$ cat src/design/ifu_pkg.sv
// Instruction fetch package with fetch widths and channel payload structs
`default_nettype none

package ifu_pkg;

  //////////////////////////////////////////////////
  // Widths
  //////////////////////////////////////////////////

  // Fetch PC width
  localparam int pc_size = 32;
  // One instruction
  localparam int instr_w = 32;
  // ITCM lane width in bits
  localparam int itcm_data_w = 64;

  //////////////////////////////////////////////////
  // Channel payloads
  //////////////////////////////////////////////////

  // Fetch request from the PC generator
  typedef struct packed {
    logic [pc_size-1:0] pc;
    // Set when this request directly follows the previous one
    logic               seq;
  } ifu_req_t;

  // Fetch response and instruction buffer entry
  typedef struct packed {
    logic [pc_size-1:0] pc;
    logic [instr_w-1:0] instr;
    logic               err;
  } ifu_rsp_t;

  // Bus command toward the ITCM
  typedef struct packed {
    logic [pc_size-1:0] addr;
  } icb_cmd_t;

  // Bus read response carrying one full lane
  typedef struct packed {
    logic [itcm_data_w-1:0] rdata;
  } icb_rsp_t;

endpackage

`default_nettype wire

$ cat src/design/ifu_instr_buf.sv
// Instruction buffer FIFO between the fetch response channel and decode
`timescale 1ns/1ps
`default_nettype none

module ifu_instr_buf
  import ifu_pkg::*;
#(
  parameter int buf_depth = 4
) (
  input  logic     clk,
  input  logic     rst,
  input  logic     in_valid,
  output logic     in_ready,
  input  ifu_rsp_t in_entry,
  output logic     out_valid,
  input  logic     out_ready,
  output ifu_rsp_t out_entry
);

  // Pointer and occupancy widths
  localparam int ptr_w = (buf_depth > 1) ? $clog2(buf_depth) : 1;
  localparam int cnt_w = $clog2(buf_depth + 1);

  ifu_rsp_t         mem [buf_depth];
  logic [ptr_w-1:0] wr_ptr_r;
  logic [ptr_w-1:0] rd_ptr_r;
  logic [cnt_w-1:0] count_r;
  logic             push;
  logic             pop;

  // Wrap at depth, which need not be a power of two
  function automatic logic [ptr_w-1:0] ptr_inc(input logic [ptr_w-1:0] p);
    if (p == ptr_w'(buf_depth - 1)) begin
      return '0;
    end
    return p + 1'b1;
  endfunction

  assign in_ready  = (count_r != cnt_w'(buf_depth));
  assign out_valid = (count_r != '0);

  assign push = in_valid & in_ready;
  assign pop  = out_valid & out_ready;

  //////////////////////////////////////////////////
  // Pointers and count
  //////////////////////////////////////////////////

  always_ff @(posedge clk) begin
    if (rst) begin
      wr_ptr_r <= '0;
      rd_ptr_r <= '0;
      count_r  <= '0;
    end else begin
      if (push) wr_ptr_r <= ptr_inc(wr_ptr_r);
      if (pop) rd_ptr_r <= ptr_inc(rd_ptr_r);
      // Simultaneous push and pop keep the count
      case ({push, pop})
        2'b10:   count_r <= count_r + 1'b1;
        2'b01:   count_r <= count_r - 1'b1;
        default: count_r <= count_r;
      endcase
    end
  end

  // Entry storage
  always_ff @(posedge clk) begin
    if (push) mem[wr_ptr_r] <= in_entry;
  end

  assign out_entry = mem[rd_ptr_r];

endmodule

`default_nettype wire

$ cat config.mk
export PLATFORM = sky130hd
export DESIGN_NAME = ifu_instr_buf
export DESIGN_NICKNAME = d
export VERILOG_FILES = /design/src/design/ifu_pkg.sv /design/src/design/ifu_instr_buf.sv
export SDC_FILE = /design/constraint.sdc
export NUM_CORES = 1
export LEC_CHECK = 0
export ABC_AREA = 1
export BUFFER_PORTS_ARGS = -buffer_cell sky130_fd_sc_hd__clkbuf_2
export CORE_UTILIZATION = 38
export DETAILED_ROUTE_END_ITERATION = 8
export GPL_ROUTABILITY_DRIVEN = 1
export PLACE_DENSITY_LB_ADDON = 0.12
export SLEW_MARGIN = 20
export SYNTH_ARGS = -nofsm -noshare
export SYNTH_HDL_FRONTEND = slang
export SYNTH_SLANG_ARGS = --single-unit
$ cat constraint.sdc
create_clock -name clk -period 4.3 [get_ports clk]
set_input_delay 0.43 -clock clk [delete_from_list [all_inputs] [get_ports clk]]
set_output_delay 0.43 -clock clk [all_outputs]
set_load 0.05 [all_outputs]
# After elaboration in Yosys (flattened, before gate mapping)
# Memory sizes are Yosys's and may differ from the RTL's. A register that Yosys moved wholly into a read port is not among the register bits.
# Cells that the tools add are included.
dict set report totals {
  reg_bits 7
  mem_bits_rw 260
  input_bits 69
  elab_cells 32
  mem_count 1
}
dict set report classes {
  addsub 4
  n_eq_ne 5
  muxes 15
  bitwise 2
  reduce_logical 2
}
# memory words width rd rd_clocked_by_memory_dff write_ports line
set memory_table {}
lappend memory_table {mem 4 65 1 1 1 ifu_instr_buf.sv:24} ;# ifu_rsp_t mem [buf_depth];
# operator count
set op_table {}
lappend op_table {{2-bit 2-to-1 mux} 6}
lappend op_table {{1-bit 2-to-1 mux} 8}
lappend op_table {{2-bit equality test (second input constant)} 3}
lappend op_table {{3-bit one-hot mux with 2 select lines} 1}
lappend op_table {{2-bit by 1-bit adder with 2-bit output (second input constant)} 2}
lappend op_table {{3-bit by 1-bit adder with 3-bit output (second input constant)} 1}
lappend op_table {{3-bit != test (second input constant)} 1}
lappend op_table {{3-bit nonzero test} 1}
lappend op_table {{3-bit by 1-bit subtractor with 3-bit output (second input constant)} 1}
lappend op_table {{1-bit bitwise AND} 2}
lappend op_table {{2-bit by 1-bit equality test with 1-bit output (second input constant)} 1}
lappend op_table {{2-bit nonzero test} 1}

# Logic depth before layout (Yosys ltp)
dict set report depth {
  ltp_word 7
  depth_mapped 13
  ltp_nobuf 13
}

# Worst setup path before layout
# OpenSTA, ideal clock, no wires.
dict set report synth_timing {
  path_type {register -> register}
  startpoint {register count_r[1]}
  endpoint {memory mem[0][0] (netlist bit) (enable)}
  t_arrival_ns 3.787
  t_required_ns 3.811
  path_slack_ns 0.025
  stages_incl_launch_ff 5
  n_path_buf 0
  synth_period_minus_slack_ns 4.275
  path_cell_list {dfxtp_1 -> nor2_1 -> nand2_1 -> nand2_1 -> nor2_1}
}
dict set report synth_via {
  elab_chain_cells 4
}
# item line
set synth_rtl {}
lappend synth_rtl {{from (decl)} ifu_instr_buf.sv:27} ;# logic [cnt_w-1:0] count_r;
lappend synth_rtl {{from (signal assigned)} ifu_instr_buf.sv:59} ;# 2'b10: count_r <= count_r + 1'b1;
lappend synth_rtl {{from (signal assigned)} ifu_instr_buf.sv:60} ;# 2'b01: count_r <= count_r - 1'b1;
lappend synth_rtl {{from (signal assigned)} ifu_instr_buf.sv:61} ;# default: count_r <= count_r;
lappend synth_rtl {{3-bit != test} ifu_instr_buf.sv:39} ;# assign in_ready = (count_r != cnt_w'(buf_depth));
lappend synth_rtl {{named net in_ready} ifu_instr_buf.sv:13} ;# output logic in_ready,
lappend synth_rtl {{1-bit bitwise AND} ifu_instr_buf.sv:42} ;# assign push = in_valid & in_ready;
lappend synth_rtl {{1-bit 2-to-1 mux} ifu_instr_buf.sv:68} ;# if (push) mem[wr_ptr_r] <= in_entry;
lappend synth_rtl {{1-bit 2-to-1 mux (not written as such)} ifu_instr_buf.sv:68}
lappend synth_rtl {{to (decl)} ifu_instr_buf.sv:24}
# The timed path passes the listed nets, and every way through them passes these cells.

==> summary.md <==
| Metric | Value |
|---|---|
| Total congestion overflow | 0 |
| Syn Inst Count | between 600 and 700 |
| Crit path time final | between 3 and 4 ns |
| Via density | 5.138 |
| Num CTS Buffers | 30 |
| RR Startpoint | count_r[1]$_SDFFE_PP0P_ |
| Drt first pass iters | 4 |
| Syn Area/Cell | 14.95 µm² |
| GRT Max-Usage Layer | met2 |
| Headroom to the max-slew limit | 0.2831 |
| CTS max path bufs | 3 |
| Placer Congestion | 0.6958 |
| Setup TNS | 0 ns |
| Placed insts | 1144 |
| Netlist cell types | 24 |
| Fill count | 2400 |
| Reg area | 7993 µm² |
| Top-area cell type share of the netlist area | 0.7472 |
| Hold Path Class | primary input to register |
| Synth area leaders | edfxtp_1 (75%), nor2_1 (4.5%), o21ai_0 (4.4%) |
| Vias in the first global route | 6533 |
| Total Nets Final | about 900 |
| Crit path DAT | around 2.9 ns |
| Drt total wl | 23.06 mm |
| Area of the multi-input gates | 2126 µm² |
| Vias | 6161 |
| Placed Instance Area | between 10000 and 15000 µm² |
| Pleak | 4.340 nW |
| Crit-path cells | buf_4, o21ai_0, o22ai_1, clkbuf_2 |
| Post-CTS resize count | 0 |
| Drc violations | 0 |
| Internal power | 5.305 mW |
| Post-synthesis sequential area ratio | 0.7645 |
| Layout cells sized above 1 | 0.2804 |
| Final ANT Viol Nets | 0 |
| Max_cap viols | 0 |
| Cell Area, Synth | 10450 µm² |
| CTS clk-pin slew, worst paths | approximately 0.06 ns |
| Postcts setup bufs | 0 |
| FF-to-FF End | mem[0][50]$_DFFE_PP_ |
| DIE WIDTH | 167.8 µm |
| Power Density | 718.9 nW/µm² |
| Clock skew | 0.01266 ns |
| Crit-path max cell delay | 0.77 ns |
| Iteration-0 DRC Markers | 325 |
| RSZ-0062 raised after global routing | no |
| Met2 usage | 0.2911 |
| NetSw | 3.565 mW |
| Status | completed |
| # rows | 60 |
| Fin crit share | 0.7686 |
| Worst Hold Endpoint | mem[1][26]$_DFFE_PP_ |
| Post-synth top area cell | edfxtp_1 |
| Crit start category | register |
| CP endpoint kind | output pin |
| Num ports | 136 |
| Post-DP HPWL | 12.57 mm |
| Drt wl/cell | 19.23 µm |
| Logic gate share of total power | 0.357 |
| Critical Path RT | 3.87 ns |
| Hold Crit Depth | 1 |
| Design area | 12340 µm² |
| Root buf cell | clkbuf_16 |
| Crit path max fanout | 77 |
| Port Buffers | 135 |
| Vert. Die Dim | 167.8 µm |
| M1 GR Usage | 0.2048 |
| DIE AREA | 28160 µm² |
| Final std cells w/o fill | 1199 |
| CTS H-tree lvls | 1 |
| Final setup vio count | 0 |
| WS Path Type | register to output pin |
| Fin. max-slew vios | 0 |
| Clock share of power | 0.274 |
| All-Layer GR Usage | 0.1664 |
| Synth Register Bits | 269 |
| CORE AREA | about 27000 µm² |
| CTS tree | done |
| Area grow syn2layout | 18.09% |
| First-pass GRT wire length | about 36 mm |
| Largest net degree at the start of global routing | 78 |
| Sinks on the clock net | 269 |
| Worst r2r path cells | 5 |
| Initial Utilization | 0.3877 |
| FF-to-FF setup slack | 2.00 ns |
| Peak Freq | 302.6 MHz |
| M3 GR Usage | 0.03949 |
| Ys Warns | 0 |
| Syn Nets | 775 |
| Worst skew pair latency | about 0.54 ns |
| Min-delay src | in_entry[26] |
| Register share of total power | 0.369 |
| Max IR drop VDD | 398.0 µV |
| Slew at the pin with the worst max-slew slack | 1.075 ns |
| Fin. Hold Viols | 0 |
| Hold_buf cts | 0 |
| Slowest cell on crit path | buf_4 |
| Switching share of total power | 0.4019 |
| Initial antenna violation count | 2 |
[layout by cell type, fill, tap and decap left out, types with 2 or more instances in the layout]
cell type / instances
ha_1: 6
dfxtp_1: 7
o21ai_1: 35
diode_2: 2
o22ai_2: 20
o22ai_1: 45
clkbuf_16: 31
o21ai_2: 5
edfxtp_1: 260
nor2_4: 24
inv_1: 16
clkbuf_2: 135
nand3b_1: 2
buf_4: 10
a21oi_1: 4
o21ai_0: 92
clkinv_1: 10
nor2_1: 120
clkinv_2: 7
bufinv_16: 3
clkbuf_1: 2
nand2_1: 14
[how the worst max path moves through the flow]
stage | startpoint | endpoint | slack [ns] | cells after the start
after floorplan | count_r[1]$_SDFFE_PP0P_ | mem[0][0]$_DFFE_PP_ | 0.02 | 4
after global placement | register | out_entry[0] | 1.54 | 4
after detailed placement | register | out_entry[0] | 1.49 | 4
after CTS | register | out_entry[0] | 0.93 | 4
after global routing | register | out_entry[38] | 0.78 | 4
final | register | out_entry[38] | 1.0 | 4
[synthesized netlist by cell type (all sizes together)]
cell	number
edfxtp	260
nor2	144
o21ai	132
o22ai	65
buf	25
inv	18
clkbuf	17
nand2	14
dfxtp	9
ha	6
a21oi	4
nand3b	2
fa	1
nand3	1
nand4	1
[worst max-delay path: cells and delay by family, from the launching register on]
kind                   cells  cell delay, ns
buffers and inverters      2            1.09
flip-flops                 1            0.72
AO/OA/AOI/OAI              2            0.47
[power by group through the flow]
stage	logic (mW)	clock network [mW]	registers [mW]
CTS	3.21	2.49	3.28
floorplan	2.50	0	3.28
detailed placement	3.20	0	3.33
finish	3.17	2.43	3.27
global route	3.39	2.58	3.30
global placement	3.17	0	3.32
[layer usage]
| layer | wire (µm) | vias up |
|---|---|---|
| met5 | 0 | - |
| met4 | 420 | 0 |
| met3 | 1329 | 41 |
| met2 | 11530 | 132 |
| met1 | 9783 | 3102 |
| li1 | - | 2886 |
[sequential cells by signal, indices dropped and copies added, names as in the netlist, named ones only]
| signal | cells |
|---|---|
| mem | 260 |
| count_r | 3 |
| rd_ptr_r | 2 |
| wr_ptr_r | 2 |
[metrics by stage]
stage / util / worst slack, ns / hold slack (ns) / total power [mW]
floorplan: - / 0.02483 / 0.4827 / 5.781
global placement: 0.4226 / 1.542 / 0.5070 / 6.483
detailed placement: 0.4226 / 1.492 / 0.5369 / 6.533
global route: 0.4578 / 0.7756 / 0.08606 / 9.272
finish: 0.4578 / 0.9951 / 0.1014 / 8.870
CTS: 0.4577 / 0.9262 / 0.08112 / 8.971
[cells by family after synthesis]
group,after synthesis,share of synthesized area
AO/OA/AOI/OAI,201,0.1178
buffers and inverters,60,0.03497
flip-flops,269,0.7645
adder cells (fa/ha/maj),7,0.009101
AND/OR/NAND/NOR,162,0.07364
[area by class of cell]
| type | count | share of cell area |
|---|---|---|
| timing repair buffer | 146 | 0.06246 |
| clock buffer | 33 | 0.06348 |
| inverter | 18 | 0.005881 |
| multi-input combinational | 370 | 0.1723 |
| antenna | 2 | 0.0004056 |
| sequential | 269 | 0.6477 |
| clock inverter | 20 | 0.01318 |
| tap | 341 | 0.03458 |
No activity file was read; power rests on OpenSTA's default activity.
