--- src/design/ifu_pkg.sv ---
// Instruction fetch package with fetch widths and channel payload structs
`default_nettype none

package ifu_pkg;

  //////////////////////////////////////////////////
  // Widths
  //////////////////////////////////////////////////

  // Fetch PC width
  localparam int pc_size = 32;
  // One instruction
  localparam int instr_w = 32;
  // ITCM lane width in bits
  localparam int itcm_data_w = 64;

  //////////////////////////////////////////////////
  // Channel payloads
  //////////////////////////////////////////////////

  // Fetch request from the PC generator
  typedef struct packed {
    logic [pc_size-1:0] pc;
    // Set when this request directly follows the previous one
    logic               seq;
  } ifu_req_t;

  // Fetch response and instruction buffer entry
  typedef struct packed {
    logic [pc_size-1:0] pc;
    logic [instr_w-1:0] instr;
    logic               err;
  } ifu_rsp_t;

  // Bus command toward the ITCM
  typedef struct packed {
    logic [pc_size-1:0] addr;
  } icb_cmd_t;

  // Bus read response carrying one full lane
  typedef struct packed {
    logic [itcm_data_w-1:0] rdata;
  } icb_rsp_t;

endpackage

`default_nettype wire

--- src/design/ifu_ift2icb.sv ---
// Fetch-to-ITCM bridge with lane extraction and holdup fake responses
`timescale 1ns/1ps
`default_nettype none

module ifu_ift2icb
  import ifu_pkg::*;
(
  input  logic     clk,
  input  logic     rst,
  input  logic     itcm_nohold,
  input  logic     holdup,
  input  logic     req_valid,
  output logic     req_ready,
  input  ifu_req_t req,
  output logic     cmd_valid,
  input  logic     cmd_ready,
  output icb_cmd_t cmd,
  input  logic     rsp_valid,
  output logic     rsp_ready,
  input  icb_rsp_t rsp,
  output logic     fr_valid,
  input  logic     fr_ready,
  output ifu_rsp_t fr
);

  // Idle means nothing outstanding
  localparam logic st_idle = 1'b0;
  // Out means a request was accepted and waits for its response
  localparam logic st_out  = 1'b1;

  logic                 state_r;
  logic                 state_nxt;
  logic                 sta_idle;
  logic                 sta_out;
  logic                 req_hsk;
  logic                 cmd_hsk;
  logic                 fr_hsk;
  logic                 lane_begin;
  logic                 lane_cross;
  logic                 lane_same;
  logic                 lane_holdup;
  logic                 need_0uop;
  logic                 zero_op_r;
  logic                 ready_condi;
  logic [pc_size-1:0]   pc_r;
  logic [pc_size-4:0]   last_lane_r;
  logic [instr_w-1:0]   lane_instr;

  assign sta_idle = (state_r == st_idle);
  assign sta_out  = (state_r == st_out);

  assign req_hsk = req_valid & req_ready;
  assign cmd_hsk = cmd_valid & cmd_ready;
  assign fr_hsk  = fr_valid & fr_ready;

  //////////////////////////////////////////////////
  // Shortcut decision
  //////////////////////////////////////////////////

  assign lane_begin = (req.pc[2:1] == 2'b00);
  // Instruction would straddle two lanes
  assign lane_cross = (req.pc[2:1] == 2'b11);

  // Sequential and inside the lane read last on the bus
  assign lane_same = req.seq & ~lane_begin &
                     (req.pc[pc_size-1:3] == last_lane_r);

  // ITCM output untouched since our last read
  assign lane_holdup = holdup & ~itcm_nohold;

  // No bus command for held data or for an error response
  assign need_0uop = lane_cross | (lane_same & lane_holdup);

  //////////////////////////////////////////////////
  // Request and command handshake
  //////////////////////////////////////////////////

  // Accept in idle or alongside the pending response
  assign ready_condi = sta_idle | (sta_out & fr_hsk);

  assign cmd_valid = req_valid & ready_condi & ~need_0uop;
  assign req_ready = cmd_ready & ready_condi;
  assign cmd.addr  = req.pc;

  // Bus response goes straight through to the buffer side
  assign rsp_ready = fr_ready;

  always_comb begin
    state_nxt = state_r;
    case (state_r)
      st_idle: begin
        if (req_hsk) state_nxt = st_out;
      end
      default: begin
        // Stay out when a new request rides on the response handshake
        if (fr_hsk) state_nxt = req_hsk ? st_out : st_idle;
      end
    endcase
  end

  always_ff @(posedge clk) begin
    if (rst) begin
      state_r   <= st_idle;
      zero_op_r <= 1'b0;
    end else begin
      state_r <= state_nxt;
      if (req_hsk) zero_op_r <= need_0uop;
    end
  end

  // PC of the accepted request and lane of the last bus read
  always_ff @(posedge clk) begin
    if (req_hsk) pc_r <= req.pc;
    if (cmd_hsk) last_lane_r <= req.pc[pc_size-1:3];
  end

  //////////////////////////////////////////////////
  // Response
  //////////////////////////////////////////////////

  // ITCM rdata register holds the lane, so this also serves fake responses
  always_comb begin
    case (pc_r[2:1])
      2'b00:   lane_instr = rsp.rdata[31:0];
      2'b01:   lane_instr = rsp.rdata[47:16];
      2'b10:   lane_instr = rsp.rdata[63:32];
      default: lane_instr = '0;
    endcase
  end

  assign fr_valid = (sta_out & zero_op_r) | rsp_valid;
  assign fr.pc    = pc_r;
  assign fr.instr = lane_instr;
  assign fr.err   = (pc_r[2:1] == 2'b11);

endmodule

`default_nettype wire

--- config.mk ---
export PLATFORM = sky130hd
export DESIGN_NAME = ifu_ift2icb
export DESIGN_NICKNAME = d
export VERILOG_FILES = /design/src/design/ifu_pkg.sv /design/src/design/ifu_ift2icb.sv
export SDC_FILE = /design/constraint.sdc
export NUM_CORES = 1
export LEC_CHECK = 0
export BUFFER_PORTS_ARGS = -buffer_cell sky130_fd_sc_hd__buf_4
export CORE_MARGIN = 4
export CORE_UTILIZATION = 43
export DETAILED_ROUTE_END_ITERATION = 8
export HOLD_SLACK_MARGIN = 0.05
export PLACE_DENSITY = 0.81
export SLEW_MARGIN = 5
export SYNTH_ARGS = -nofsm -noshare
export SYNTH_HDL_FRONTEND = slang
export SYNTH_SLANG_ARGS = --single-unit
--- constraint.sdc ---
create_clock -name clk -period 4.3 [get_ports clk]
set_clock_uncertainty 0.15 [all_clocks]
set_input_delay 0.215 -clock clk [delete_from_list [all_inputs] [get_ports clk]]
set_output_delay 0.215 -clock clk [all_outputs]
set_load 0.1 [all_outputs]
Word level (Yosys, flattened, before mapping)
Index checks and enable logic that the tools add are counted.
{"block": "classes", "n_mux": 4, "bitwise": 19, "n_eq_ne": 5, "n_reduce_logical": 2}
{"operator": "case mux 32 bit (3 select lines)", "n": 1}
{"operator": "equality test 29 bit", "n": 1}
{"operator": "AND 1 bit", "n": 12}
{"operator": "equality test 2 bit, second input constant", "n": 3}
{"operator": "logical NOT 2 bit", "n": 2}
{"operator": "NOT 1 bit", "n": 4}
{"operator": "two-way mux 1 bit", "n": 3}
{"operator": "OR 1 bit", "n": 3}
{"operator": "equality test 2 x 1 -> 1 bit, second input constant", "n": 1}
{"block": "word_totals", "inputBits": 105, "elab_cells": 34, "ff_bits": 63, "out_inout_bits": 101}

Longest topological paths before layout
{"block": "logic_depth", "depth_word": 10, "mapped_depth": 7, "mapped_depth_nobuf": 7}

Least setup slack after synthesis
No wires, ideal clock.
{"block": "synth_path", "kind": "flip-flop to flip-flop", "start": "register zero_op_r", "end": "register last_lane_r[0], enable pin", "path_slack_ns": -0.595, "stages_incl_launch_ff": 8, "arrival_ns": 4.330, "setup_ns": 0.415, "synth_period_minus_slack_ns": 4.895, "path_buffers": 0, "required_ns": 3.735, "cell_sequence": "dfxtp_1 > a21o_1 > a21bo_2 > and2_1 > nand2_1 > inv_1 > nand2_1 > nor2_1"}
{"block": "synth_via", "elab_chain_len": 8}
{"item": "start, declared", "line": "ifu_ift2icb.sv:43", "source": "logic zero_op_r;"}
{"item": "start signal, assigned", "line": "ifu_ift2icb.sv:107", "source": "if (req_hsk) zero_op_r <= need_0uop;"}
{"item": "AND 1 bit", "line": "ifu_ift2icb.sv:131", "source": "assign fr_valid = (sta_out & zero_op_r) | rsp_valid;"}
{"item": "OR 1 bit", "line": "ifu_ift2icb.sv:131"}
{"item": "named net fr_valid", "line": "ifu_ift2icb.sv:21", "source": "output logic fr_valid,"}
{"item": "AND 1 bit", "line": "ifu_ift2icb.sv:54", "source": "assign fr_hsk = fr_valid & fr_ready;"}
{"item": "AND 1 bit", "line": "ifu_ift2icb.sv:79", "source": "assign ready_condi = sta_idle | (sta_out & fr_hsk);"}
{"item": "OR 1 bit", "line": "ifu_ift2icb.sv:79"}
{"item": "AND 1 bit (2 in a row)", "line": "ifu_ift2icb.sv:81", "source": "assign cmd_valid = req_valid & ready_condi & ~need_0uop;"}
{"item": "AND 1 bit", "line": "ifu_ift2icb.sv:53", "source": "assign cmd_hsk = cmd_valid & cmd_ready;"}
{"item": "named net cmd_hsk", "line": "ifu_ift2icb.sv:36", "source": "logic cmd_hsk;"}
{"item": "end signal, assigned", "line": "ifu_ift2icb.sv:114", "source": "if (cmd_hsk) last_lane_r <= req.pc[pc_size-1:3];"}
{"item": "end, declared", "line": "ifu_ift2icb.sv:46", "source": "logic [pc_size-4:0] last_lane_r;"}
The timed path passes the listed nets, and every way through them passes these cells.
A chain may end at the register's enable or synchronous reset.

==> flow_metrics.tcl <==
set metrics [dict create \
    tns_ns 0 \
    antenna_cells 0 \
    synthCells 260 \
    status "complete, no violations" \
    pin_count 206 \
    cp_top_family "simple AND/OR/NAND/NOR gates" \
    wl_met2_mm 5.09 \
    grt_pass1_vias 2896 \
    cts.sinks 63 \
    drc 0 \
    syn_nets 365 \
    cts_tree "yes" \
    dr_wl_met3_mm 1.12 \
    yosysWarnings 0 \
    cp_common_cell "buf_4" \
    mostFrequentLayoutCells "208 x buf_4, 61 x edfxtp_1, 36 x nand2_1" \
    ctsLongestPathBuffers 2 \
    track_usage 0.221 \
    cts.clk_slew.worst_paths_ns 0.07 \
    grt_pass1_wl_mm 15.1 \
    yosysUniqueCellTypes 23 \
    post-route-period-util 0.695 \
    fin_crit_ns 2.99 \
    place_congestion 0.767 \
    powerDensity_nw_per_um2 402 \
    die_h_um 94.2 \
    via_count 2763 \
    setup_viol 0 \
    hpwlAfterDp_mm 6.91 \
    viasPerCell 4.82 \
    leakagePower_nw 2.32 \
    clock.fmax_mhz 335 \
    synth-seq-cells 63 \
    required_ns 3.93 \
    cts_resized 0 \
    die_w_um 94.2 \
    worst_setup_path_start_kind "flop" \
    yosys.area.top_type "edfxtp_1" \
    syn_to_final_growth_pct 63.0 \
    hold_class "primary input to flop" \
    rsz0062_at_grt "no" \
    design.core.area_um2 7210 \
    dr.pass1.iters 5 \
    hold_violations 0 \
    maxCapViolations 0 \
    post_cts_buffers 0 \
    dr.first_iter.drc_count 52 \
    root_buffer "clkbuf_8" \
    critPathArrivalTime_ns 2.62 \
    path_buf_inv 2 \
    worstSetupEndpointType "output port" \
    crit_type "flop to output port" \
    start_util 0.442 \
    antenna_found_initial 0 \
    syn_area_um2 3190 \
    highest_layer "met4" \
    max_stage_delay_ns 0.98 \
    drive_gt1_frac 0.483 \
    grt_start_max_net_pins 36 \
    cp_slowest_cell "nor2b_2" \
    crit_chain "buf_4 > nor2b_2 > nand2_1 > o21ai_0 > buf_4" \
    synth-seq-area-share 0.586 \
    final_common_cell "buf_4" \
    ir_drop_mv 0.531 \
    synth.avg_cell_area_um2 12.3 \
    htreeDepth 3 \
    dieArea_um2 8870 \
    worst_pin_slew_ns 1.18 \
    placement.io_buffers 205 \
    wl_met1_mm 3.61 \
    path_max_fanout 35 \
    totalWireLength_mm 9.92 \
    cts-buffers-inserted 9 \
    slew_headroom 0.210 \
    synth_top_cell_area_share 0.574 \
    grt_remaining_overflow 0 \
    nets 574 \
    wl_per_cell_um 17.3 \
    netlist_top_cells_area "edfxtp_1 57%, mux2i_1 10%, buf_4 7.8%" \
    ant_nets 0 \
    fin_util 0.721 \
    clk_latency_ns 0.34 \
    drv_slew 0 \
    hold_ws_ns 0.309 \
    num_rows 31 \
]
-- synth_stat cells, drive strengths merged --
cell and number:
edfxtp 61, buf 36, nand2 36, mux2i 32, o21ai 32, xor2 19, xnor2 10, clkbuf 8
nor4 5, nand4 4, nor2 3, and2 2, dfxtp 2, inv 2, nor3 2, a21bo 1
a21o 1, a21oi 1, nand3 1, nor2b 1, o221a 1
-- metrics by stage --
stage	cell area [µm²]	setup slack (ns)	power [W]	std cells
6_report	5200	1.31	0.00209	573
2_1_floorplan	3200	0.112	0.00122	260
4_1_cts	5200	1.32	0.00209	573
5_1_grt	5200	1.10	0.00216	573
3_5_place_dp	4590	1.71	0.00140	523
3_3_place_gp	4590	1.73	0.00139	523
-- state kept, by name (all words and copies together), names as in the netlist --
name	flops
last_lane_r	29
pc_r	32
sta_out	1
zero_op_r	1
-- worst register-to-register path, stage by stage, from the launching register on --
cell,delay [ns]
edfxtp_1,0.41
xor2_1,0.18
nor4_1,0.38
nand4_1,0.24
nor4_4,0.36
nor2_4,0.23
-- final timing paths --
check	depth (start not counted)	startpoint	slack (ns)	endpoint
setup / recovery	5	pc_r[1]	1.31	fr[31]
hold / removal	5	req_valid	0.31	zero_op_r
setup reg to reg	5	last_lane_r[16]	2.04	last_lane_r[26]
hold reg to reg	1	zero_op_r	0.41	zero_op_r
-- metal layers --
layer  track usage  vias to the layer above
met2         0.380                      148
met4        0.0686                        0
met1         0.253                     1291
met3        0.0873                       10
met5             0                        -
li1              -                     1314
-- timing repair --
| item | in CTS | in global routing |
|---|---|---|
| endpoints found under the setup margin | 0 | 0 |
| hold buffers | 34 | 0 |
| hold endpoints to repair | 63 | 0 |
-- cell type report --
| class | count | area (µm²) |
|---|---|---|
| clock inverter | 7 | 145 |
| fill | 471 | 2010 |
| sequential | 63 | 1870 |
| clock buffer | 9 | 124 |
| tap | 99 | 124 |
| timing repair buffer | 242 | 1900 |
| inverter | 2 | 7.51 |
| multi-input combinational | 151 | 1030 |
-- report_power, final --
group          internal [W]  total (W)  switching [W]
clock network      0.000445   0.000679       0.000234
registers          0.000705   0.000715      0.0000102
logic              0.000183   0.000696       0.000513
-- logic make-up (layout without fill, tap and decap cells) --
| group | count (synthesis) | in the layout | synth area share |
|---|---|---|---|
| xor gates and xnor gates | 29 | 29 | 0.0796 |
| and+or+nand+nor | 54 | 54 | 0.0788 |
| buffers and inverters | 46 | 260 | 0.0941 |
| AOI/OAI and AO/OA | 36 | 36 | 0.0608 |
| DFF | 63 | 63 | 0.586 |
| muxes | 32 | 32 | 0.100 |
(Power assumes the default switching activity.)
