### config.mk
export PLATFORM = sky130hd
export DESIGN_NAME = ifu_pc_gen
export DESIGN_NICKNAME = d
export VERILOG_FILES = /design/src/design/ifu_pkg.sv /design/src/design/ifu_pc_gen.sv
export SDC_FILE = /design/constraint.sdc
export NUM_CORES = 1
export LEC_CHECK = 0
export ABC_AREA = 1
export BUFFER_PORTS_ARGS = -buffer_cell sky130_fd_sc_hd__buf_4
export CORE_ASPECT_RATIO = 0.9
export CORE_MARGIN = 3
export CORE_UTILIZATION = 55
export CTS_BUF_LIST = sky130_fd_sc_hd__clkbuf_4
export CTS_CLUSTER_DIAMETER = 100
export DETAILED_ROUTE_END_ITERATION = 6
export GPL_ROUTABILITY_DRIVEN = 0
export GPL_TIMING_DRIVEN = 0
export PLACE_DENSITY = 0.87
export SLEW_MARGIN = 40
export SYNTH_ARGS = -nofsm -noshare
export SYNTH_HDL_FRONTEND = slang
export SYNTH_SLANG_ARGS = --single-unit
### constraint.sdc
create_clock -name clk -period 4.2 [get_ports clk]
set_clock_uncertainty 0.2 [all_clocks]
set_input_delay 1.26 -clock clk [delete_from_list [all_inputs] [get_ports clk]]
set_output_delay 1.26 -clock clk [all_outputs]
set_load 0.01 [all_outputs]
### src/design/ifu_pkg.sv
// Instruction fetch package with fetch widths and channel payload structs
`default_nettype none

package ifu_pkg;

  //////////////////////////////////////////////////
  // Widths
  //////////////////////////////////////////////////

  // Fetch PC width
  localparam int pc_size = 32;
  // One instruction
  localparam int instr_w = 32;
  // ITCM lane width in bits
  localparam int itcm_data_w = 64;

  //////////////////////////////////////////////////
  // Channel payloads
  //////////////////////////////////////////////////

  // Fetch request from the PC generator
  typedef struct packed {
    logic [pc_size-1:0] pc;
    // Set when this request directly follows the previous one
    logic               seq;
  } ifu_req_t;

  // Fetch response and instruction buffer entry
  typedef struct packed {
    logic [pc_size-1:0] pc;
    logic [instr_w-1:0] instr;
    logic               err;
  } ifu_rsp_t;

  // Bus command toward the ITCM
  typedef struct packed {
    logic [pc_size-1:0] addr;
  } icb_cmd_t;

  // Bus read response carrying one full lane
  typedef struct packed {
    logic [itcm_data_w-1:0] rdata;
  } icb_rsp_t;

endpackage

`default_nettype wire

### src/design/ifu_pc_gen.sv
// Fetch PC generator that restarts on a redirect and steps sequentially by 4
`timescale 1ns/1ps
`default_nettype none

module ifu_pc_gen
  import ifu_pkg::*;
(
  input  logic               clk,
  input  logic               rst,
  input  logic               fetch_en,
  input  logic               redirect_valid,
  input  logic [pc_size-1:0] redirect_pc,
  output logic               req_valid,
  input  logic               req_ready,
  output ifu_req_t           req
);

  logic [pc_size-1:0] pc_r;
  logic               first_r;
  logic               valid_r;
  logic               redir_pend_r;
  logic [pc_size-1:0] redir_pc_r;
  logic               req_hsk;
  logic               can_load;

  assign req_hsk = valid_r & req_ready;

  // Payload may only change when no request is waiting
  assign can_load = ~valid_r | req_hsk;

  //////////////////////////////////////////////////
  // PC and request valid
  //////////////////////////////////////////////////

  always_ff @(posedge clk) begin
    if (rst) begin
      valid_r      <= 1'b0;
      first_r      <= 1'b1;
      pc_r         <= '0;
      redir_pend_r <= 1'b0;
    end else if (can_load) begin
      redir_pend_r <= 1'b0;
      if (redirect_valid | redir_pend_r) begin
        // Restart from the new target
        pc_r    <= redirect_valid ? redirect_pc : redir_pc_r;
        first_r <= 1'b1;
      end else if (req_hsk) begin
        pc_r    <= pc_r + pc_size'(4);
        first_r <= 1'b0;
      end
      // New requests only while fetching is enabled
      valid_r <= fetch_en;
    end else if (redirect_valid) begin
      // A stalled request completes first, then the redirect applies
      redir_pend_r <= 1'b1;
    end
  end

  // Target parked until the stalled request is taken
  always_ff @(posedge clk) begin
    if (redirect_valid & ~can_load) begin
      redir_pc_r <= redirect_pc;
    end
  end

  assign req_valid = valid_r;
  assign req.pc    = pc_r;
  // first request after a redirect is never sequential
  assign req.seq   = ~first_r;

endmodule

`default_nettype wire

== After elaboration in Yosys (flattened, before gate mapping) ==
Cells that the tools add are included.
Storage, ports and cells
  register bits after elaboration: 67
  bits of input ports: 37
  output and inout port bits: 34
  word-level logic and storage cells: 21
Operators by class
  $add $sub $neg: 1
  multiplexer cells: 5
  bitwise logic cells: 7
  reduce and logical (&&, ||, !) cells: 3
Operators with widths (count)
  2-to-1 mux 32 bit: 3
  adder 32 x 3 -> 32 bit (second input constant): 1
  inverter 1 bit: 3
  AND 1 bit: 2
  2-to-1 mux 1 bit: 2
  bitwise OR 1 bit: 2
  AND reduction 2 bit: 1
  nonzero test 2 bit: 1
  OR reduction 2 bit: 1

== Depth between registers and ports, before layout ==
Gate-level depths: netlist of the first run.
  depth in word-level cells: 4
  mapped depth: 9
  mapped depth without buffers: 9

== Worst setup path after synthesis of the first run ==
OpenSTA, ideal clock, no wires.
  kind: in2reg
  from: in redirect_valid
  to: reg redir_pc_r[0], enable pin
  arrival: 3127 ps
  setup slack: 452 ps
  cell stages on the path: 4
  buffers on the path: 2
  cell sequence: buf_4 > clkbuf_1 > inv_1 > nor2_1
On the way
  longest elaborated chain between the ends: 1
Ends and longest elaborated chain
  start, declared: line ifu_pc_gen.sv:11  | input logic redirect_valid,
  AND 1 bit: line ifu_pc_gen.sv:61  | if (redirect_valid & ~can_load) begin
  end signal, assigned: line ifu_pc_gen.sv:62  | redir_pc_r <= redirect_pc;
  end, declared: line ifu_pc_gen.sv:22  | logic [pc_size-1:0] redir_pc_r;
No other way between the ends.
A chain may end at the register's enable or synchronous reset.

== Worst setup path after layout of the first run ==
  from: in redirect_valid
  to: reg redir_pc_r[13], enable pin
Same word-level chain as after synthesis.

==> impl_table.tex, run 1 <==
\begin{tabular}{lr}
\hline
Metric & Value \\
\hline
\multicolumn{2}{l}{\textbf{Logic synthesis}} \\
Number of distinct standard cells referenced by the synthesized netlist & 31 \\
Number of flip-flops and latches in the synthesized netlist & between 60 and 70 \\
Synthesized net count & 467 \\
Cell taking the most area after synthesis & sky130\_fd\_sc\_hd\_\_edfxtp\_1 \\
Total of warnings raised by yosys & 0 \\
Synth top area share & 0.281 \\
Mapped Area & approximately 3400 um\^{}2 \\
Dominant cells by area after synthesis & sky130\_fd\_sc\_hd\_\_edfxtp\_1 (28\%), sky130\_fd\_sc\_hd\_\_dfxtp\_1 (20\%), sky130\_fd\_sc\_hd\_\_nand2\_1 (9.9\%) \\
Part of the Yosys area used for sequential elements & 0.486 \\
Post-Syn Area per Cell & between 7 and 8 um\^{}2 \\
Post-Syn Instances & approximately 430 \\
\multicolumn{2}{l}{\textbf{Timing}} \\
Peak Freq & $\sim$0.37 GHz \\
TNS Setup & 0 ps \\
Max-slew headroom & 0.646 \\
Number of pins exceeding their max-slew limit in the final report & 0 \\
Slew at the pin with the worst max-slew slack & between 500 and 600 ps \\
Final critical-path share of the clock period & 0.650 \\
Time the final worst path needs with I/O delays and setup & around 2700 ps \\
Fin Hold WS & between 200 and 300 ps \\
Unrepaired setup endpoints after global routing & no \\
Hold violation count in the final report & 0 \\
Final setup viols & 0 \\
\multicolumn{2}{l}{\textbf{GRT}} \\
Vias in the first global route & about 3100 \\
Congestion Overflow GR & 0 \\
Antenna violations before repair & 0 \\
Wire length of the first global-routing pass & about 15000 um \\
Largest net degree at the start of global routing & 19 \\
Overall track demand over capacity in global routing & 0.260 \\
\multicolumn{2}{l}{\textbf{Clock network}} \\
Number of buffers created by CTS & 9 \\
Number of buffers on the longest clock path & 2 \\
Clock net sink count & 67 \\
TritonCTS clock tree & yes \\
Hold-fix buffers at CTS & 0 \\
\# H-tree levels & 3 \\
Cts repair resizes & 0 \\
Buffer cell driving the clock tree root & sky130\_fd\_sc\_hd\_\_clkbuf\_4 \\
Setup Fix Bufs, Post-CTS & 0 \\
Insertion delay to the later sink of the worst-skew pair & approximately 410 ps \\
Clock input transition at the sequential cells of the worst setup and hold paths & around 100 ps \\
\multicolumn{2}{l}{\textbf{Floorplanning}} \\
Io pins & 71 \\
Width of the die & between 80 and 90 um \\
Die outline height & 80.8 um \\
Core Footprint & around 6000 um\^{}2 \\
Starting Density & 0.584 \\
Area of the die & 7210 um\^{}2 \\
Placement Rows & 26 \\
\multicolumn{2}{l}{\textbf{Pwr}} \\
Part of the total power dissipated in the clock network & 0.256 \\
Logic gate share of total power & 0.186 \\
Reported leakage power & around 1.6 nW \\
Worst vdd rail ir drop & 0.250 mV \\
Sw Ratio & 0.292 \\
Cell-internal power & between 0.9 and 1 mW \\
Sw power & 0.406 mW \\
Share of power burned in registers & 0.558 \\
Pwr/cell area & $\sim$330 nW/um\^{}2 \\
\multicolumn{2}{l}{\textbf{Critical path}} \\
Critical path endpoint category & flop \\
Biggest fanout along the worst timing path & 18 \\
Type of the setup path with the least slack & in2reg \\
Data required time of the critical path & approximately 4000 ps \\
Critical Path Source Type & input pin \\
Data arrival at the endpoint of the critical path & between 2000 and 3000 ps \\
\multicolumn{2}{l}{\textbf{Placement}} \\
Placed standard-cell area & 4060 um\^{}2 \\
Total half-perimeter wirelength after legalization and detailed placement & approximately 6600 um \\
Count of buffers from port buffering & just under 70 \\
\multicolumn{2}{l}{\textbf{Route}} \\
Post-Route WL & slightly below 9000 um \\
Number of antenna-violating nets in the routed design & 0 \\
WL met1 & $\sim$4000 um \\
Highest routed layer & met4 \\
DR iter-0 viols & 280 \\
Wire length per cell & roughly 15 um \\
Total length of routed met2 wires & between 3000 and 4000 um \\
Routed via count & between 3000 and 4000 \\
Avg Vias per Cell & 5.73 \\
Residual DRC count & 0 \\
Met3 wire length & between 700 and 800 um \\
First drt pass iteration count & 5 \\
\multicolumn{2}{l}{\textbf{Job}} \\
Number of violations of the max-capacitance limit & 0 \\
\multicolumn{2}{l}{\textbf{Cells and area}} \\
Ant diodes & 0 \\
Fraction of final layout cells sized beyond drive strength 1 & 0.210 \\
Signed area change from the synthesized netlist to the final layout & 21.9\% \\
Fraction of the core area covered by cells at the end of the flow & 0.712 \\
Most common cell after layout, fill and taps aside & sky130\_fd\_sc\_hd\_\_nand2\_1 \\
Count of fill cells added during filler insertion & 454 \\
Highest-count cells in the layout ignoring fill and taps & sky130\_fd\_sc\_hd\_\_nand2\_1 (90), sky130\_fd\_sc\_hd\_\_buf\_4 (71), sky130\_fd\_sc\_hd\_\_nor2\_1 (66) \\
Final design area excluding fillers & between 4000 and 5000 um\^{}2 \\
Number of nets in the layout & between 500 and 600 \\
\multicolumn{2}{l}{\textbf{Hold path}} \\
Type of the worst min-delay path & reg2reg \\
\multicolumn{2}{l}{\textbf{Run status}} \\
Run status & complete, no violations \\
\hline
\end{tabular}
## power by group through the flow
| stage | clock, mW | combinational, mW | sequential (mW) |
|---|---|---|---|
| 6_report | 0.356 | 0.258 | 0.774 |
| 3_5_place_dp | 0 | 0.257 | 0.787 |
| 5_1_grt | 0.388 | 0.287 | 0.780 |
| 2_1_floorplan | 0 | 0.126 | 0.791 |
| 4_1_cts | 0.358 | 0.258 | 0.772 |
| 3_3_place_gp | 0 | 0.245 | 0.786 |
## worst paths after layout
| path | cells past startpoint | slack [ps] | from | to |
|---|---|---|---|---|
| setup reg to reg | 9 | 2180 | pc_r[2] | pc_r[30] |
| setup / recovery | 5 | 1470 | redirect_valid | redir_pc_r[13] |
| hold reg to reg | 2 | 300 | first_r | first_r |
| hold / removal | 2 | 300 | first_r | first_r |
## area by class of cell
cell class / count / area [um^2] / share of cell area
Multi-Input combinational cell: 311 / 1550 / 0.372
Inverter: 33 / 126 / 0.0303
Timing Repair Buffer: 70 / 546 / 0.131
Buffer: 18 / 91.3 / 0.0219
Tap cell: 70 / 87.6 / 0.0210
Clock buffer: 12 / 90.1 / 0.0216
Clock inverter: 4 / 17.5 / 0.00420
Sequential cell: 67 / 1660 / 0.398
## cell families after synthesis
kind of cell	synth area share
flops	0.486
simple gates	0.250
buf+inv	0.0636
xor+xnor	0.00768
fa+ha+maj	0.00366
compound gates	0.190
## stage by stage
stage | total power, mW | worst slack (ps) | cells
2_1_floorplan | 0.916 | 452 | 429
3_3_place_gp | 1.03 | -284 | 568
3_5_place_dp | 1.04 | 1030 | 569
4_1_cts | 1.39 | 1460 | 585
5_1_grt | 1.45 | 1350 | 585
6_report | 1.39 | 1470 | 585
## critical path, stage by stage
cell	delay (ps)
sky130_fd_sc_hd__buf_4	150
sky130_fd_sc_hd__clkbuf_1	400
sky130_fd_sc_hd__inv_1	140
sky130_fd_sc_hd__nor2_4	460
sky130_fd_sc_hd__buf_16	220
## cells in the mapped netlist
| library cell | instances |
|---|---|
| sky130_fd_sc_hd__nand3_1 | 32 |
| sky130_fd_sc_hd__xor2_1 | 1 |
| sky130_fd_sc_hd__a221oi_1 | 1 |
| sky130_fd_sc_hd__clkbuf_1 | 8 |
| sky130_fd_sc_hd__o21ai_4 | 1 |
| sky130_fd_sc_hd__nor2_4 | 1 |
| sky130_fd_sc_hd__a21oi_1 | 28 |
| sky130_fd_sc_hd__dfxtp_1 | 35 |
| sky130_fd_sc_hd__or2_2 | 5 |
| sky130_fd_sc_hd__nand3b_1 | 1 |
| sky130_fd_sc_hd__inv_2 | 1 |
| sky130_fd_sc_hd__a22o_1 | 20 |
| sky130_fd_sc_hd__buf_6 | 1 |
| sky130_fd_sc_hd__xnor2_1 | 2 |
| sky130_fd_sc_hd__o22ai_1 | 1 |
| sky130_fd_sc_hd__a31oi_1 | 8 |
| sky130_fd_sc_hd__nor2_1 | 67 |
| sky130_fd_sc_hd__nand2_1 | 90 |
| sky130_fd_sc_hd__nor2_8 | 1 |
| sky130_fd_sc_hd__edfxtp_1 | 32 |
| sky130_fd_sc_hd__o21ai_0 | 33 |
| sky130_fd_sc_hd__inv_4 | 1 |
| sky130_fd_sc_hd__o21ai_1 | 1 |
| sky130_fd_sc_hd__nand4_1 | 1 |
| sky130_fd_sc_hd__buf_2 | 7 |
| sky130_fd_sc_hd__nor2_2 | 3 |
| sky130_fd_sc_hd__buf_4 | 2 |
| sky130_fd_sc_hd__nor3_1 | 2 |
| sky130_fd_sc_hd__inv_1 | 31 |
| sky130_fd_sc_hd__a22oi_1 | 11 |
| sky130_fd_sc_hd__ha_1 | 1 |
## metal layers
layer / up-vias / track usage
met1: 1526 / 0.350
met4: 0 / 0.104
met5: - / 0
li1: 1630 / -
met3: 25 / 0.0659
met2: 172 / 0.400
## state kept, by name (all words and copies together), names as in the netlist
| register | cells |
|---|---|
| redir_pend_r | 1 |
| pc_r | 32 |
| redir_pc_r | 32 |
| first_r | 1 |
| req_valid | 1 |
Power figures use the tool's default switching activity.
==> run 2, diff against run 1 <==
CORE_UTILIZATION = 51   (was 55)
PLACE_DENSITY = 0.85   (was 0.87)
clock period = 2.5 ns   (was 4.2 ns; I/O delays follow)
==> run 2 against run 1 <==
Against the previous run: clock power up 64%; cell area grew 0.39%; critical path depth did not move; sequential power is 68% higher; flip-flop and latch count did not move; combinational power is 69% higher; sequential share of layout area fell by 0.15 points; register-to-register slack worse by 1700 ps; utilization shrank 4.9 points; routed wire length grew 2.7%; count of clock-buffer cells in the layout is 1 lower.
==> impl_table.tex, run 2 (same netlist as run 1, synthesis figures left out) <==
\begin{tabular}{lr}
\hline
Metric & Value \\
\hline
\multicolumn{2}{l}{\textbf{Clock network}} \\
Setup Fix Bufs, Post-CTS & 0 (unchanged) \\
Number of buffers created by CTS & 9 (unchanged) \\
Clock input transition at the sequential cells of the worst setup and hold paths & 110 ps (about the same) \\
Cts repair resizes & 0 (unchanged) \\
Clock net sink count & 67 (unchanged) \\
TritonCTS clock tree & yes \\
\# H-tree levels & 3 (unchanged) \\
Number of buffers on the longest clock path & 2 (unchanged) \\
Hold-fix buffers at CTS & 0 (unchanged) \\
Buffer cell driving the clock tree root & sky130\_fd\_sc\_hd\_\_clkbuf\_4 \\
Insertion delay to the later sink of the worst-skew pair & 430 ps (+20 ps) \\
\multicolumn{2}{l}{\textbf{Cells and area}} \\
Signed area change from the synthesized netlist to the final layout & 22.3\% \\
Highest-count cells in the layout ignoring fill and taps & sky130\_fd\_sc\_hd\_\_nand2\_1 (90), sky130\_fd\_sc\_hd\_\_buf\_4 (71), sky130\_fd\_sc\_hd\_\_nor2\_1 (66) \\
Biggest regs & pc\_r x32, redir\_pc\_r x32 \\
Final design area excluding fillers & 4190 um\^{}2 (+0.39\%) \\
Ant diodes & 0 (unchanged) \\
Finished Layout Cells & 602 (+2.9\%) \\
Number of nets in the layout & 548 (unchanged) \\
Count of fill cells added during filler insertion & 542 (+19\%) \\
Fraction of final layout cells sized beyond drive strength 1 & 0.206 (-0.00388) \\
Most common cell after layout, fill and taps aside & sky130\_fd\_sc\_hd\_\_nand2\_1 \\
\multicolumn{2}{l}{\textbf{Critical path}} \\
Cells traversed along the worst timing path & buf\_4 > clkbuf\_1 > inv\_1 > nor2\_4 > buf\_16 \\
Data required time of the critical path & 2440 ps (-1670 ps) \\
Biggest fanout along the worst timing path & 20 (+2) \\
Type of the setup path with the least slack & in2reg \\
Critical path endpoint category & flop \\
Critical Path Source Type & input pin \\
Max stage delay cell, worst path & sky130\_fd\_sc\_hd\_\_nor2\_4 \\
Cell depth of the worst setup path & 5 (unchanged) \\
Register-to-Register Path Depth & 8 (-1) \\
Buffering stage count on the worst path with inverters included & 4 (unchanged) \\
Largest stage delay, worst path & 440 ps (-20 ps) \\
Critical path's top delay family & buffers and inverters \\
Data arrival at the endpoint of the critical path & 2150 ps (-490 ps) \\
\multicolumn{2}{l}{\textbf{Placement}} \\
Count of buffers from port buffering & 69 (unchanged) \\
Number of instances in the placed design & 586 (+3.0\%) \\
Total half-perimeter wirelength after legalization and detailed placement & 6820 um (+3.7\%) \\
Placed standard-cell area & 4080 um\^{}2 (+0.52\%) \\
Worst setup timing slack at the placement stage & -166 ps (-1200 ps) \\
\multicolumn{2}{l}{\textbf{Timing}} \\
Hold violation count in the final report & 0 (unchanged) \\
Slew at the pin with the worst max-slew slack & 537 ps (+5.99 ps) \\
Final critical-path share of the clock period & 0.885 \\
Max-slew headroom & 0.642 (-0.00400) \\
Number of pins exceeding their max-slew limit in the final report & 0 (unchanged) \\
Peak Freq & $\sim$0.45 GHz \\
Time the final worst path needs with I/O delays and setup & 2210 ps \\
Final setup viols & 0 (unchanged) \\
Unrepaired setup endpoints after global routing & no \\
Worst-case setup margin in the final layout & 289 ps (-1180 ps) \\
TNS Setup & 0 ps (unchanged) \\
\multicolumn{2}{l}{\textbf{Pwr}} \\
Total power & 2.32 mW (+67\%) \\
Reported leakage power & 1.63 nW (-0.33\%) \\
Pwr/cell area & 554 nW/um\^{}2 (+66\%) \\
Worst vdd rail ir drop & 0.310 mV (+24\%) \\
\multicolumn{2}{l}{\textbf{Job}} \\
Number of violations of the max-capacitance limit & 0 (unchanged) \\
\multicolumn{2}{l}{\textbf{Floorplanning}} \\
Area of the die & 7730 um\^{}2 (+7.3\%) \\
Starting Density & 0.542 (-0.0427) \\
Core Footprint & 6320 um\^{}2 (+7.9\%) \\
Io pins & 71 (unchanged) \\
Width of the die & 92.3 um (+3.6\%) \\
Placement Rows & 27 (+3.8\%) \\
Die outline height & 83.7 um (+3.6\%) \\
\multicolumn{2}{l}{\textbf{Route}} \\
Wire length per cell & 15.2 um (-0.20\%) \\
Routed via count & 3393 (+1.2\%) \\
Post-Route WL & 9140 um (+2.7\%) \\
Residual DRC count & 0 (unchanged) \\
Number of antenna-violating nets in the routed design & 0 (unchanged) \\
Avg Vias per Cell & 5.64 (-1.7\%) \\
First drt pass iteration count & 5 (unchanged) \\
DR iter-0 viols & 259 (-7.5\%) \\
\multicolumn{2}{l}{\textbf{GRT}} \\
Largest net degree at the start of global routing & 21 (+2) \\
Met3 Usage GRT & 0.0703 (+0.00441) \\
Met1 track demand over resource in global routing & 0.315 (-0.0352) \\
Vias in the first global route & 3293 (+7.4\%) \\
Overall track demand over capacity in global routing & 0.249 (-0.0106) \\
Congestion Overflow GR & 0 (unchanged) \\
Peak-usage layer in the global routing report & met2 \\
Wire length of the first global-routing pass & 15400 um (+6.0\%) \\
Global routing usage on met2 & 0.393 (-0.00657) \\
Antenna violations before repair & 0 (unchanged) \\
\multicolumn{2}{l}{\textbf{Hold path}} \\
Type of the worst min-delay path & in2reg \\
WHS Path Cells & 1 (-1) \\
\multicolumn{2}{l}{\textbf{Run status}} \\
Run status & complete, no violations \\
\hline
\end{tabular}
[run 2: final cells by class]
| class | count | area, um^2 | area share |
|---|---|---|---|
| buffer | 18 | 91.3 | 0.0218 |
| clock buffer | 11 | 82.6 | 0.0197 |
| clock inverter | 5 | 20.0 | 0.00478 |
| inverter | 33 | 126 | 0.0302 |
| multi-input combinational | 311 | 1550 | 0.370 |
| sequential | 67 | 1660 | 0.397 |
| tap | 87 | 109 | 0.0260 |
| timing repair buffer | 70 | 546 | 0.130 |
[run 2: final timing paths]
kind | startpoint | endpoint | slack (ps)
hold / removal | redirect_pc[21] | redir_pc_r[21] | 290
setup reg to reg | pc_r[2] | pc_r[14] | 530
setup / recovery | redirect_valid | redir_pc_r[26] | 290
hold reg to reg | first_r | first_r | 310
[run 2: worst register-to-register path: stages (launching register included)]
cell and delay, ps:
sky130_fd_sc_hd__dfxtp_1 450, sky130_fd_sc_hd__ha_1 200, sky130_fd_sc_hd__nand2_1 110, sky130_fd_sc_hd__nor2_4 160, sky130_fd_sc_hd__nand2_1 160, sky130_fd_sc_hd__nor2_1 300
sky130_fd_sc_hd__or2_2 180, sky130_fd_sc_hd__nand2_1 60, sky130_fd_sc_hd__a21oi_1 110
[run 2: where the power goes]
group | internal (mW) | switching [mW] | leakage, nW
Combinational | 0.204 | 0.231 | 0.986
Clock | 0.212 | 0.372 | 0.0608
Sequential | 1.22 | 0.0832 | 0.582
Total | 1.63 | 0.686 | 1.63
[run 2: stage by stage]
step	util	hold WS, ps
6_report	0.663	291
5_1_grt	0.663	280
4_1_cts	0.663	285
3_5_place_dp	0.646	257
3_3_place_gp	0.642	243
2_1_floorplan	-	233
[run 2: layer usage]
layer,up-vias,share of wire
met4,0,0.030
met1,1559,0.43
met2,172,0.46
li1,1634,-
met3,28,0.086
met5,-,0
==> run 3, diff against run 2 <==
RECOVER_POWER = 100   (was not set)
==> run 3 against run 2 <==
Against the previous run: global-route usage unchanged; clock power about the same; hold slack improved by 11 ps; sequential power about the same; combinational power decreased by 14%; register-to-register slack got worse by 170 ps; flip-flop and latch count unchanged; utilization decreased by 3.3 points; cell count unchanged; first-iteration DRC count increased by 9.7%; count of clock-buffer cells in the layout unchanged; cell area decreased by 4.9%; critical path type unchanged; largest cell class unchanged; largest power group unchanged.
==> impl_table.tex, run 3 (same netlist as run 1, synthesis figures left out) <==
\begin{tabular}{lr}
\hline
Metric & Value \\
\hline
\multicolumn{2}{l}{\textbf{Run status}} \\
Run status & complete, no violations \\
\multicolumn{2}{l}{\textbf{Cells and area}} \\
Fraction of the core area covered by cells at the end of the flow & 0.630 (-0.0327) \\
Ant diodes & 0 (unchanged) \\
Most common cell after layout, fill and taps aside & sky130\_fd\_sc\_hd\_\_nand2\_1 \\
Number of nets in the layout & 548 (unchanged) \\
Finished Layout Cells & 602 (unchanged) \\
Fraction of final layout cells sized beyond drive strength 1 & 0.0951 (-0.111) \\
Final design area excluding fillers & 3980 um\^{}2 (-4.9\%) \\
Highest-count cells in the layout ignoring fill and taps & sky130\_fd\_sc\_hd\_\_nand2\_1 (90), sky130\_fd\_sc\_hd\_\_nor2\_1 (68), sky130\_fd\_sc\_hd\_\_clkbuf\_1 (62) \\
Signed area change from the synthesized netlist to the final layout & 16.3\% \\
Biggest regs & pc\_r x32, redir\_pc\_r x32 \\
\multicolumn{2}{l}{\textbf{Placement}} \\
Number of instances in the placed design & 586 (unchanged) \\
Total half-perimeter wirelength after legalization and detailed placement & 6820 um (unchanged) \\
Count of buffers from port buffering & 69 (unchanged) \\
Worst setup timing slack at the placement stage & -166 ps (unchanged) \\
Placed standard-cell area & 4080 um\^{}2 (unchanged) \\
\multicolumn{2}{l}{\textbf{Critical path}} \\
Data arrival at the endpoint of the critical path & 2140 ps (about the same) \\
Critical path endpoint category & flop \\
Data required time of the critical path & 2430 ps (about the same) \\
Critical Path Source Type & input pin \\
Type of the setup path with the least slack & in2reg \\
Biggest fanout along the worst timing path & 20 (unchanged) \\
\multicolumn{2}{l}{\textbf{Route}} \\
Number of antenna-violating nets in the routed design & 0 (unchanged) \\
Routed via count & 3389 (-0.12\%) \\
Wire length per cell & 15.2 um (about the same) \\
First drt pass iteration count & 5 (unchanged) \\
Avg Vias per Cell & 5.63 (-0.12\%) \\
DR iter-0 viols & 284 (+9.7\%) \\
Residual DRC count & 0 (unchanged) \\
Post-Route WL & 9150 um (about the same) \\
\multicolumn{2}{l}{\textbf{Hold path}} \\
Type of the worst min-delay path & reg2reg \\
\multicolumn{2}{l}{\textbf{Clock network}} \\
Number of buffers on the longest clock path & 2 (unchanged) \\
Insertion delay to the later sink of the worst-skew pair & 430 ps (about the same) \\
Setup Fix Bufs, Post-CTS & 0 (unchanged) \\
Clock net sink count & 67 (unchanged) \\
Cts repair resizes & 0 (unchanged) \\
Number of buffers created by CTS & 9 (unchanged) \\
\# H-tree levels & 3 (unchanged) \\
Clock input transition at the sequential cells of the worst setup and hold paths & 100 ps (about the same) \\
TritonCTS clock tree & yes \\
Buffer cell driving the clock tree root & sky130\_fd\_sc\_hd\_\_clkbuf\_4 \\
Hold-fix buffers at CTS & 0 (unchanged) \\
\multicolumn{2}{l}{\textbf{Pwr}} \\
Reported leakage power & 1.42 nW (-13\%) \\
Worst vdd rail ir drop & 0.295 mV (-4.8\%) \\
Total power & 2.26 mW (-2.7\%) \\
Pwr/cell area & 567 nW/um\^{}2 (+2.3\%) \\
\multicolumn{2}{l}{\textbf{Timing}} \\
Slew at the pin with the worst max-slew slack & 520 ps (-16.7 ps) \\
Time the final worst path needs with I/O delays and setup & 2200 ps (-8.20 ps) \\
Final critical-path share of the clock period & 0.881 (-0.00328) \\
Max-slew headroom & 0.653 (+0.0111) \\
Unrepaired setup endpoints after global routing & no \\
Peak Freq & 0.454 GHz (+0.37\%) \\
Hold violation count in the final report & 0 (unchanged) \\
Number of pins exceeding their max-slew limit in the final report & 0 (unchanged) \\
Worst-case setup margin in the final layout & 297 ps (+8.20 ps) \\
Final setup viols & 0 (unchanged) \\
\multicolumn{2}{l}{\textbf{GRT}} \\
Antenna violations before repair & 0 (unchanged) \\
Vias in the first global route & 3293 (unchanged) \\
Overall track demand over capacity in global routing & 0.249 (unchanged) \\
Wire length of the first global-routing pass & 15400 um (unchanged) \\
Largest net degree at the start of global routing & 21 (unchanged) \\
Congestion Overflow GR & 0 (unchanged) \\
\multicolumn{2}{l}{\textbf{Floorplanning}} \\
Placement Rows & 27 (unchanged) \\
Area of the die & 7730 um\^{}2 (unchanged) \\
Starting Density & 0.542 (unchanged) \\
Width of the die & 92.3 um (unchanged) \\
Die outline height & 83.7 um (unchanged) \\
Core Footprint & 6320 um\^{}2 (unchanged) \\
Io pins & 71 (unchanged) \\
\multicolumn{2}{l}{\textbf{Job}} \\
Number of violations of the max-capacitance limit & 0 (unchanged) \\
\hline
\end{tabular}
==> run 3: cell count changes in the layout (fill, tap and decap cells not counted), sizes merged <==
cell / delta
buf: -71
clkbuf: +71
==> run 3: area by class of cell <==
type / count / area [um^2]
Multi-Input combinational cell: 311 / 1550
Timing Repair Buffer: 70 / 358
Clock inverter: 5 / 20.0
Tap cell: 87 / 109
Buffer: 18 / 77.6
Fill cell: 615 / 2340
Clock buffer: 11 / 82.6
Sequential cell: 67 / 1660
Inverter: 33 / 126
==> run 3: power by group <==
group          total [mW]  internal (mW)  switching (mW)  leakage (nW)
logic               0.376          0.147           0.230         0.775
clock network       0.581          0.212           0.369        0.0608
registers            1.30           1.22          0.0817         0.582
total                2.26           1.58           0.680          1.42
==> run 3: worst paths after layout <==
kind                                       end  depth (start not counted)  slack (ps)            from
worst min-delay path                   first_r                          2         300         first_r
worst max register to register        pc_r[30]                          8         360    redir_pend_r
worst min register to register         first_r                          2         300         first_r
worst max-delay path            redir_pc_r[26]                          5         300  redirect_valid
==> run 3: per-layer routing <==
layer	track usage	vias to the layer above	wire length [um]
met5	0	-	0
li1	-	1633	-
met3	0.0703	29	779
met1	0.315	1553	3930
met4	0.116	0	288
met2	0.393	174	4150
==> run 3: critical path: stages <==
cell,delay (ps)
sky130_fd_sc_hd__buf_4,160
sky130_fd_sc_hd__clkbuf_1,410
sky130_fd_sc_hd__inv_1,150
sky130_fd_sc_hd__nor2_4,430
sky130_fd_sc_hd__buf_16,220
==> run 3: per-stage QoR <==
step / hold WS [ps] / TNS [ps]
2_1_floorplan: 233 / 0
3_3_place_gp: 243 / -9600
3_5_place_dp: 257 / -3280
4_1_cts: 285 / 0
5_1_grt: 305 / 0
6_report: 303 / 0
